==> src/source/memPkg.sv <==
package memPkg;

    // --------------------
    // Widths and sizes
    // --------------------
    localparam int XLEN        = 64;
    localparam int ADDR_W      = 64;
    localparam int STRB_W      = 8;
    localparam int OFFSET_W    = $clog2(STRB_W);
    localparam int REG_ADDR_W  = 5;
    localparam int CSR_ADDR_W  = 12;
    localparam int RAM_DEPTH   = 256;
    localparam int RAM_IDX_W   = $clog2(RAM_DEPTH);
    localparam int RAM_LATENCY = 2;
    localparam int RAM_CNT_W   = $clog2(RAM_LATENCY + 1);

    // Counter load value on request acceptance
    localparam logic [RAM_CNT_W-1:0] RAM_CNT_INIT = RAM_CNT_W'(RAM_LATENCY - 1);

    // Low two bits give log2 of the byte count, bit 2 marks zero extension
    typedef enum logic [2:0] {
        MEM_BYTE   = 3'b000,
        MEM_HALF   = 3'b001,
        MEM_WORD   = 3'b010,
        MEM_DOUBLE = 3'b011,
        MEM_BYTE_U = 3'b100,
        MEM_HALF_U = 3'b101,
        MEM_WORD_U = 3'b110
    } memMode_e;

    typedef enum logic [1:0] {
        MSIZE1 = 2'd0,
        MSIZE2 = 2'd1,
        MSIZE4 = 2'd2,
        MSIZE8 = 2'd3
    } msize_e;

    // --------------------
    // Data bus
    // --------------------
    typedef struct packed {
        logic                valid;
        logic [ADDR_W-1:0]   addr;
        msize_e              size;
        logic [STRB_W-1:0]   strobe;   // All zero for a read
        logic [XLEN-1:0]     data;
    } dbusReq_t;

    typedef struct packed {
        logic            addrOk;
        logic            dataOk;
        logic [XLEN-1:0] data;
    } dbusResp_t;

    // --------------------
    // Pipeline records
    // --------------------
    typedef struct packed {
        logic                  valid;
        logic [XLEN-1:0]       aluOut;
        logic [XLEN-1:0]       rs2;
        memMode_e              memMode;
        logic                  isMemRead;
        logic                  isMemWrite;
        logic                  isWriteBack;
        logic [REG_ADDR_W-1:0] wd;
        logic [ADDR_W-1:0]     pcPlus4;
        logic                  isCsrWrite;
        logic [CSR_ADDR_W-1:0] csrAddr;
        logic [XLEN-1:0]       csrWriteValue;
    } exMemReg_t;

    typedef struct packed {
        logic                  valid;
        logic [XLEN-1:0]       aluOut;
        logic [XLEN-1:0]       memOut;
        logic [ADDR_W-1:0]     pcPlus4;
        logic                  isWriteBack;
        logic                  isMemRead;
        logic                  isMem;
        logic [ADDR_W-1:0]     memAddr;
        logic [REG_ADDR_W-1:0] wd;
        logic                  isCsrWrite;
        logic [CSR_ADDR_W-1:0] csrAddr;
        logic [XLEN-1:0]       csrWriteValue;
    } memWbReg_t;

    typedef struct packed {
        logic                  valid;
        logic                  isWb;
        logic [REG_ADDR_W-1:0] wd;
        logic [XLEN-1:0]       wdData;
    } fwdSrc_t;

    typedef struct packed {
        logic                  valid;
        logic [CSR_ADDR_W-1:0] addr;
        logic [XLEN-1:0]       data;
    } csrFwdSrc_t;

endpackage

==> src/source/storeAligner.sv <==
`timescale 1ns/1ps

module storeAligner (
    input  logic [memPkg::ADDR_W-1:0] addressReq,
    input  logic [memPkg::XLEN-1:0]   dataIn,
    input  memPkg::memMode_e          memMode,
    output logic [memPkg::ADDR_W-1:0] addr,
    output memPkg::msize_e            msize,
    output logic [memPkg::STRB_W-1:0] strobe,
    output logic [memPkg::XLEN-1:0]   data
);

    logic [memPkg::OFFSET_W-1:0] offset;
    logic [memPkg::STRB_W-1:0]   lanes;

    assign offset = addressReq[memPkg::OFFSET_W-1:0];
    assign addr   = addressReq;

    always_comb begin
        case (memMode)
            memPkg::MEM_BYTE, memPkg::MEM_BYTE_U: begin
                msize = memPkg::MSIZE1;
                lanes = 8'h01;
            end
            memPkg::MEM_HALF, memPkg::MEM_HALF_U: begin
                msize = memPkg::MSIZE2;
                lanes = 8'h03;
            end
            memPkg::MEM_WORD, memPkg::MEM_WORD_U: begin
                msize = memPkg::MSIZE4;
                lanes = 8'h0f;
            end
            default: begin
                msize = memPkg::MSIZE8;
                lanes = 8'hff;
            end
        endcase
    end

    // Move bytes into the lanes picked by the byte offset
    assign strobe = lanes << offset;
    assign data   = dataIn << {offset, 3'b000};

endmodule

==> src/source/loadExtractor.sv <==
`timescale 1ns/1ps

module loadExtractor (
    input  logic [memPkg::ADDR_W-1:0] addressReq,
    input  logic [memPkg::XLEN-1:0]   dataIn,
    input  memPkg::memMode_e          memMode,
    output logic [memPkg::XLEN-1:0]   data
);

    logic [memPkg::XLEN-1:0] shifted;

    // Addressed bytes end up in the low lanes
    assign shifted = dataIn >> {addressReq[memPkg::OFFSET_W-1:0], 3'b000};

    always_comb begin
        case (memMode)
            memPkg::MEM_BYTE:
                data = {{(memPkg::XLEN - 8){shifted[7]}}, shifted[7:0]};
            memPkg::MEM_HALF:
                data = {{(memPkg::XLEN - 16){shifted[15]}}, shifted[15:0]};
            memPkg::MEM_WORD:
                data = {{(memPkg::XLEN - 32){shifted[31]}}, shifted[31:0]};
            memPkg::MEM_BYTE_U:
                data = {{(memPkg::XLEN - 8){1'b0}}, shifted[7:0]};
            memPkg::MEM_HALF_U:
                data = {{(memPkg::XLEN - 16){1'b0}}, shifted[15:0]};
            memPkg::MEM_WORD_U:
                data = {{(memPkg::XLEN - 32){1'b0}}, shifted[31:0]};
            default:
                data = shifted;
        endcase
    end

endmodule

==> src/source/memStage.sv <==
`timescale 1ns/1ps

module memStage (
    input  logic               clk,
    input  logic               rst,
    input  memPkg::exMemReg_t  moduleIn,
    output memPkg::memWbReg_t  moduleOut,
    output memPkg::fwdSrc_t    fwdSrc,
    output memPkg::csrFwdSrc_t csrFwdSrc,
    output memPkg::dbusReq_t   dreq,
    input  memPkg::dbusResp_t  dresp,
    output logic               okToProceed,
    input  logic               okToProceedOverall
);

    logic                        isMemOp;
    logic                        started;
    logic                        done;
    logic                        respHit;
    logic                        startHit;
    logic [memPkg::XLEN-1:0]     memData;
    logic [memPkg::XLEN-1:0]     loadData;
    logic [memPkg::ADDR_W-1:0]   alignedAddr;
    memPkg::msize_e              alignedSize;
    logic [memPkg::STRB_W-1:0]   alignedStrobe;
    logic [memPkg::XLEN-1:0]     alignedData;

    assign isMemOp     = moduleIn.isMemRead | moduleIn.isMemWrite;
    assign okToProceed = ~moduleIn.valid | ~isMemOp | done;
    assign respHit     = dresp.addrOk & dresp.dataOk & started;
    assign startHit    = moduleIn.valid & isMemOp & ~started;

    storeAligner i_align (
        .addressReq (moduleIn.aluOut),
        .dataIn     (moduleIn.rs2),
        .memMode    (moduleIn.memMode),
        .addr       (alignedAddr),
        .msize      (alignedSize),
        .strobe     (alignedStrobe),
        .data       (alignedData)
    );

    loadExtractor i_extract (
        .addressReq (moduleIn.aluOut),
        .dataIn     (memData),
        .memMode    (moduleIn.memMode),
        .data       (loadData)
    );

    // --------------------
    // Forwarding
    // --------------------
    assign fwdSrc.valid  = moduleIn.valid & (moduleIn.wd != '0);
    assign fwdSrc.isWb   = moduleIn.isWriteBack;
    assign fwdSrc.wd     = moduleIn.wd;
    assign fwdSrc.wdData = moduleIn.isMemRead ? loadData : moduleIn.aluOut;

    assign csrFwdSrc.valid = moduleIn.valid & moduleIn.isCsrWrite;
    assign csrFwdSrc.addr  = moduleIn.csrAddr;
    assign csrFwdSrc.data  = moduleIn.csrWriteValue;

    // --------------------
    // Bus sequencing
    // --------------------
    always_ff @(posedge clk or posedge rst) begin
        if (rst) begin
            dreq    <= '0;
            started <= 1'b0;
            done    <= 1'b0;
        end else begin
            // Record leaves the stage, arm for the next one
            if (okToProceedOverall) begin
                started <= 1'b0;
                done    <= 1'b0;
            end
            if (respHit) begin
                done       <= 1'b1;
                dreq.valid <= 1'b0;
            end
            if (startHit) begin
                started    <= 1'b1;
                dreq.valid <= 1'b1;
                dreq.addr  <= alignedAddr;
                dreq.size  <= alignedSize;
                dreq.data  <= alignedData;
                dreq.strobe <= moduleIn.isMemRead ? '0 : alignedStrobe;
            end
        end
    end

    always_ff @(posedge clk) begin
        if (respHit) begin
            memData <= dresp.data;
        end
    end

    // --------------------
    // Output register
    // --------------------
    always_ff @(posedge clk or posedge rst) begin
        if (rst) begin
            moduleOut <= '0;
        end else if (okToProceedOverall) begin
            moduleOut.valid         <= moduleIn.valid;
            moduleOut.aluOut        <= moduleIn.aluOut;
            moduleOut.memOut        <= loadData;
            moduleOut.pcPlus4       <= moduleIn.pcPlus4;
            moduleOut.isWriteBack   <= moduleIn.isWriteBack;
            moduleOut.isMemRead     <= moduleIn.isMemRead;
            moduleOut.isMem         <= isMemOp;
            moduleOut.memAddr       <= moduleIn.aluOut;
            moduleOut.wd            <= moduleIn.wd;
            moduleOut.isCsrWrite    <= moduleIn.isCsrWrite;
            moduleOut.csrAddr       <= moduleIn.csrAddr;
            moduleOut.csrWriteValue <= moduleIn.csrWriteValue;
        end
    end

endmodule

==> config.mk <==
export PLATFORM = sky130hd
export DESIGN_NAME = memStage
export DESIGN_NICKNAME = d
export VERILOG_FILES = /design/src/source/memPkg.sv /design/src/source/storeAligner.sv /design/src/source/loadExtractor.sv /design/src/source/memStage.sv
export SDC_FILE = /design/constraint.sdc
export NUM_CORES = 1
export LEC_CHECK = 0
export BUFFER_PORTS_ARGS = -buffer_cell sky130_fd_sc_hd__buf_2
export CAP_MARGIN = 40
export CORE_AREA = 5 5 374 376
export DETAILED_ROUTE_END_ITERATION = 8
export DIE_AREA = 0 0 379 381
export PLACE_DENSITY = 0.35
export SYNTH_ARGS = -nofsm -noshare
export SYNTH_HDL_FRONTEND = slang
export SYNTH_SLANG_ARGS = --single-unit
==> constraint.sdc <==
create_clock -name clk -period 34.1 [get_ports clk]
set_clock_uncertainty 0.2 [all_clocks]
set_input_delay 1.705 -clock clk [delete_from_list [all_inputs] [get_ports clk]]
set_output_delay 1.705 -clock clk [all_outputs]
set_load 0.05 [all_outputs]
==> results.md, run 1 <==
- PortBufs: around 980
- Count leader, synth: dfrtp_1
- Area contributors post-synth: dfrtp_1, mux2_2, edfxtp_1, mux4_2, buf_4
- Synth Net Count: 2,294
- TritonCTS buffer count: between 60 and 70
- Yosys top cell area share: ~46%
- Vias in the first global route: 18,900
- CP bufs+invs: 4
- Total Power: a little over 2 mW
- RSZ-0062 raised after global routing: false
- Most frequent cells after synthesis: dfrtp_1, nand2_1, mux2_2
- CTS sink cnt: ~480
- Post-CTS Resized: 0
- Crit path max-delay family: buffers and inverters
- Final WS setup: ~27 ns
- Total Neg Setup Slack: 0 ns
- Clock root buffer: clkbuf_16
- Post-synth EDFFs: between 60 and 70
- Final Hold Viols: 0
- Worst-Margin Slew: ~0.87 ns
- Routed via count: 18,600
- Main synth FF type: dfrtp_1
- Core area: ~140,000 sq um
- Synth Instances: roughly 2,000
- CP max FO: 71
- Clock buffer depth: 3
- Worst setup path class: in -> out
- Max Cap Violations: 0
- CTS tree: yes
- CP endpoint kind: primary output
- Reg area: roughly 12,000 sq um
- Status: finished clean
- Sequential share of the synthesized area: 54.4%
- Area delta synth->final: 35.2%
- Period minus WS final: around 6.8 ns
- Final net count: about 3,100
- Ys Warns: 0
- First DRT Iteration DRCs: about 970
- Worst Path Arrival: ~4.9 ns
- Power per cell area: approximately 67 nW/um^2
- I/O Pins: about 1,000
- Worst vdd ir: between 0.02 and 0.03 mV
- Wire per inst: 27.6 microns
- First-pass GRT wire length: about 170,000 microns
- GPL Wtd Cong: about 0.80
- Rel. slew slack: between 40% and 50%
- Setup Fix Bufs, Post-CTS: 0
- Initial antenna violation count: 33
- Fin. max-slew vios: 0
- Largest net degree at the start of global routing: 137
- Fill cell count: about 15,000
- Final period utilization: around 20%
- Leakage: roughly 14 nW
- Yosys cell types: 57
- Clk pin slew, worst setup/hold paths: 0.05 ns
- Antenna Nets Post-Route: 0
- Final setup viols: 0
- Layout cells sized above 1: roughly 51%
- FFs w/ async S/R, synth: 86.7%
- Synthesized area: roughly 23,000 sq um
- Die Y: about 380 microns
- Met1 Use GR: 20.7%
- Max Clk Rate: about 150 MHz
- Die ar.: about 140,000 sq um
- Die X: between 300 and 400 microns
- Slowest cell on crit path: buf_4
- GRT Resource Usage Total: 16.9%
- Post-synthesis register bit count: about 480
- CP startpoint kind: input pin
- Starting density of the core: between 15 and 20%
- Hold Path Class: reg -> reg
- Num rows: between 100 and 150
- Synth area leader: dfrtp_1
- Worst-Skew Late Latency: 0.65 ns
- H-tree depth reported by CTS: 3
- Worst-path cell chain: buf_6, mux2_4, nor3_1, nand4b_1, buf_8, o311a_4, buf_4, a31oi_1, buf_2
- Layer with the highest usage: met2
- Slowest Stage Delay on Critical Path: approximately 0.60 ns
- Met3 usage: between 4 and 5%
- Routed WL: approximately 130,000 microns
- GRT overflow: 0
- Syn avg cell area: around 12 sq um
- Critical Path RT: 32.19 ns
- Hold buffers post-CTS: 0
- Via-per-instance ratio: around 4.1
- Met2 Use GR: just under 30%
- Multi-input logic area: around 8600 sq um
- DRC violations left: 0
- Worst slack, placed: 27.27 ns
- DPL Wire Length: slightly above 100,000 microns
- DRT Pass-1 Iters: 7
==> cell usage in the layout (no fill, tap or decap), drive strengths merged, types with 5 or more instances in the layout <==
cell | netlist | routed
a211oi | 21 | 21
a21oi | 49 | 49
a221oi | 8 | 8
a22o | 31 | 31
a31oi | 103 | 103
buf | 208 | 1021
clkbuf | 81 | 91
clkinv | 0 | 15
dfrtp | 419 | 419
diode | 0 | 10
edfxtp | 64 | 64
inv | 5 | 11
mux2 | 242 | 242
mux2i | 54 | 54
mux4 | 56 | 56
nand2 | 294 | 294
nand2b | 5 | 5
nand3 | 10 | 10
nor2 | 167 | 167
nor2b | 24 | 24
o21a | 6 | 6
o21ai | 52 | 52
o2bb2ai | 7 | 7
==> flip-flops by register name, indices dropped and copies added (netlist names) <==
name	cells
dreq	139
moduleOut	278
started	1
done	1
memData	64
==> layer usage <==
metal | wire [microns] | share of wire [%]
met1 | 52100 | 41
met2 | 63100 | 50
met3 | 8580 | 6.8
met4 | 2810 | 2.2
met5 | 83 | 0.066
==> tightest hold or removal path, cell delays in order, from the launching register on <==
cell     delay [ns]
dfrtp_1        0.33
nand2_1        0.05
nand2_1        0.05
==> power breakdown <==
part | switching [mW] | leakage, nW | internal [mW]
logic | 0.509 | 7.57 | 0.146
registers | 0.0444 | 5.62 | 0.655
clock network | 0.292 | 1.07 | 0.420
total | 0.845 | 14.3 | 1.22
==> through the flow <==
step / hold slack (ns) / utilization (%) / instances / area, sq um
after global placement: 0.254 / 20.8 / 4454 / 28400
after detailed placement: 0.258 / 21.0 / 4470 / 28700
after global routing: 0.281 / 22.6 / 4593 / 30800
after CTS: 0.271 / 22.6 / 4587 / 30800
final: 0.265 / 22.6 / 4597 / 30900
after floorplan: 0.284 / - / 1944 / 22800
==> worst paths after layout <==
check / slack (ns) / end / start / cells past startpoint
setup / recovery: 27.27 / fwdSrc[59] / moduleIn[217] / 9
hold / removal: 0.27 / dreq[111] / dreq[111] / 2
setup reg to reg: 30.86 / moduleOut[275] / memData[55] / 7
hold reg to reg: 0.27 / dreq[111] / dreq[111] / 2
max in group asynchronous: 29.79 / moduleOut[113] / rst / 7
min in group asynchronous: 0.85 / moduleOut[154] / rst / 2
==> logic make-up after synthesis <==
| family | share of synthesized area [%] |
|---|---|
| flops | 54.4 |
| mux | 19.9 |
| compound gates | 8.43 |
| simple gates | 9.21 |
| buf+inv | 8.14 |
==> area by class of cell <==
| class | instances | share of cell area, % |
|---|---|---|
| clock buffers | 91 | 6.12 |
| repair buffers | 1021 | 17.4 |
| well taps | 1794 | 7.28 |
| flip-flops and latches | 483 | 40.2 |
| diodes | 10 | 0.0811 |
| multi-input cells | 1167 | 27.9 |
| clock inverters | 26 | 0.880 |
| inverters | 5 | 0.0852 |
Power figures use the tool's default switching activity.
==> inputs of run 2 (changes only) <==
--- a/config.mk
+++ b/config.mk
@@ -5,11 +5,12 @@
 export SDC_FILE = /design/constraint.sdc
 export NUM_CORES = 1
 export LEC_CHECK = 0
+export ABC_AREA = 1
 export BUFFER_PORTS_ARGS = -buffer_cell sky130_fd_sc_hd__buf_2
 export CAP_MARGIN = 40
-export CORE_AREA = 5 5 374 376
+export CORE_AREA = 5 5 378 380
 export DETAILED_ROUTE_END_ITERATION = 8
-export DIE_AREA = 0 0 379 381
+export DIE_AREA = 0 0 383 385
 export PLACE_DENSITY = 0.35
 export SYNTH_ARGS = -nofsm -noshare
 export SYNTH_HDL_FRONTEND = slang
==> constraint.sdc (replaced) <==
create_clock -name clk -period 6.8 [get_ports clk]
set_clock_uncertainty 0.2 [all_clocks]
set_input_delay 0.34 -clock clk [delete_from_list [all_inputs] [get_ports clk]]
set_output_delay 0.34 -clock clk [all_outputs]
set_load 0.05 [all_outputs]
==> run 2 against run 1 <==
Effect of this change:
- area after synthesis is 2.5% higher
- synthesized cell count is 47% higher
- sequential cell count is the same
- critical endpoint is now fwdSrc[20]
- non-clock buffer count up 364
- die area increased by 2.1%
- critical path type is now reg -> out
- clock power grew to 5.5 times the previous value
==> results.md, run 2 <==
- DRC violations left: 0
- Yosys cell types: 40
- Area contributors post-synth: dfrtp_1, nand2_1, edfxtp_1, buf_4, o21ai_0
- Biggest regs: moduleOut x278, dreq x139, memData x64
- CP bufs+invs: 3
- Slowest cell on crit path: buf_4
- GRT overflow: 0
- Reg area: ~12,000 sq um
- Largest net degree at the start of global routing: approximately 150
- Post-synthesis register bit count: around 480
- Count leader, synth: nand2_1
- CTS tree: yes
- Worst vdd ir: approximately 0.15 mV
- Power per cell area: roughly 300 nW/um^2
- Final Hold Viols: 0
- Max Clk Rate: around 240 MHz
- Routed WL: about 140,000 microns
- Total Neg Setup Slack: 0 ns
- Worst-Skew Late Latency: 0.66 ns
- Setup Fix Bufs, Post-CTS: 0
- Leakage: 18.3 nW
- Most frequent cells after synthesis: nand2_1, dfrtp_1, buf_4
- CP startpoint kind: flip-flop
- Worst hold path startpoint: moduleIn[203]
- Worst-path cell chain: nand2_1, nand3_1, nand3_1, nand2_1, nand2_2, buf_4, nand2_1, inv_2, nand2_2, nand2_1, nand2_1, buf_2
- Worst-Margin Slew: approximately 1.1 ns
- Final net count: around 4,300
- Clk pin slew, worst setup/hold paths: 0.06 ns
- Worst r2r path cells: 8
- CP endpoint kind: primary output
- GPL Wtd Cong: between 0.8 and 0.9
- Die X: roughly 380 microns
- Initial antenna violation count: 16
- Hold path depth: 5
- Die Y: ~390 microns
- Reg-to-reg critical path endpoint: dreq[35]
- Routed via count: roughly 24,000
- Slowest Stage Delay on Critical Path: approximately 0.53 ns
- Commonest non-fill, non-tap cell in the layout: nand2_1
- Rel. slew slack: roughly 28%
- Max Cap Violations: 0
- Core area: between 100,000 and 150,000 sq um
- Starting density of the core: ~17%
- GRT Resource Usage Total: a little under a fifth
- DPL Wire Length: roughly 110,000 microns
- Synthesized area: approximately 23,000 sq um
- FFs w/ async S/R, synth: between 80% and 90%
- Top reg by flops: moduleOut
- Via-per-instance ratio: a little over 4
- Worst setup path class: reg -> out
- CP max FO: 47
- Antenna Nets Post-Route: 0
- Hold Path Class: in -> reg
- Most frequent cells in the layout: nand2_1, buf_2, dfrtp_1, dlygate4sd3_1, o21ai_0
- DRT Pass-1 Iters: 5
- Fin. max-slew vios: 0
- Fill cell count: approximately 15,000
- First-pass GRT wire length: between 150,000 and 200,000 microns
- Synth area leader: dfrtp_1
- Final period utilization: roughly 60%
- Clock buffer depth: 3
- Synth Net Count: 3,213
- Total Power: 10.9 mW
- Area delta synth->final: 50.3%
- TritonCTS buffer count: 70
- Die ar.: approximately 150,000 sq um
- Final setup viols: 0
- Num rows: 137
- Clock root buffer: clkbuf_16
- Hold WS: around 0.066 ns
- CTS sink cnt: a little under 500
- RSZ-0062 raised after global routing: false
- Layout cells sized above 1: just under 30%
- Post-synth EDFFs: 64
- Worst Path Arrival: 3.55 ns
- Worst path most repeated cell: nand2_1
- I/O Pins: 980
- Period minus WS final: a little over 4 ns
- Main synth FF type: dfrtp_1
- H-tree depth reported by CTS: 3
- Multi-input logic area: 8680 sq um
- Max FFs per register: between 200 and 300
- Crit path max-delay family: buffers and inverters
- Sequential share of the synthesized area: between 50% and 60%
- Syn avg cell area: about 8.2 sq um
- R2R setup slack: 3.30 ns
- Vias in the first global route: between 20,000 and 25,000
- Post-CTS Resized: 0
- Status: finished clean
- Critical Path RT: about 6.3 ns
- Yosys top cell area share: between 40% and 50%
- First DRT Iteration DRCs: roughly 1,700
- Synth Instances: roughly 2,900
- PortBufs: about 980
- Reg2reg start: started
- Hold buffers post-CTS: ~370
- Wire per inst: 24.5 microns
- Ys Warns: 0
- Min-Delay Endpoint: dreq[59]
[run 2: final cells by class]
class / count / area share (%)
Sequential cell: 483 / 35.3
Timing Repair Buffer: 1385 / 25.8
Multi-Input combinational cell: 1984 / 24.7
Tap cell: 1807 / 6.43
Clock buffer: 95 / 5.71
Clock inverter: 32 / 1.20
Inverter: 69 / 0.776
Antenna cell: 7 / 0.0499
[run 2: per-layer routing]
| layer | track usage [%] | routed length (microns) | vias to the layer above |
|---|---|---|---|
| met2 | 31.9 | 70000 | 846 |
| met5 | 0 | 22 | - |
| met1 | 23.2 | 59500 | 11700 |
| met3 | 5.02 | 10500 | 127 |
| li1 | - | - | 11200 |
| met4 | 4.92 | 3200 | 4 |
[run 2: how the worst max path moves through the flow]
stage | start | endpoint | slack [ns] | cells after the start
after floorplan | rst | done | 0.61 | 1
after global placement | moduleIn[216] | fwdSrc[20] | 2.74 | 14
after detailed placement | moduleIn[216] | fwdSrc[20] | 2.78 | 14
after CTS | memData[63] | fwdSrc[20] | 2.50 | 12
after global routing | memData[63] | fwdSrc[20] | 2.42 | 12
final | memData[63] | fwdSrc[20] | 2.71 | 12
[run 2: per-stage QoR]
stage	std cells	setup slack (ns)	cell area, sq um	util, %
after global routing	5859	2.42	35100	25.3
final	5862	2.71	35100	25.3
after floorplan	2863	0.608	23400	-
after CTS	5855	2.50	35100	25.3
after detailed placement	5356	2.78	29000	20.9
after global placement	5349	2.74	28800	20.7
[run 2: kinds of logic (layout without fill, tap and decap cells)]
| family | count (synthesis) | in the layout | synth area share (%) |
|---|---|---|---|
| other | 0 | 7 | 0 |
| AOI/OAI and AO/OA | 262 | 262 | 6.90 |
| and+or+nand+nor | 1705 | 1705 | 29.4 |
| DFF | 483 | 483 | 53.1 |
| muxes | 17 | 17 | 0.728 |
| buffers and inverters | 396 | 1581 | 9.89 |
[run 2: tightest hold or removal path: stages]
cell,delay [ns]
buf_2,0.11
inv_1,0.07
o211ai_1,0.08
o21ai_0,0.15
o221ai_1,0.12
[run 2: where the power goes]
| part | internal [mW] | leakage [nW] | switching (mW) | total [mW] |
|---|---|---|---|---|
| Clock | 2.36 | 1.18 | 1.54 | 3.90 |
| Combinational | 0.782 | 11.4 | 2.68 | 3.46 |
| Sequential | 3.27 | 5.80 | 0.221 | 3.49 |
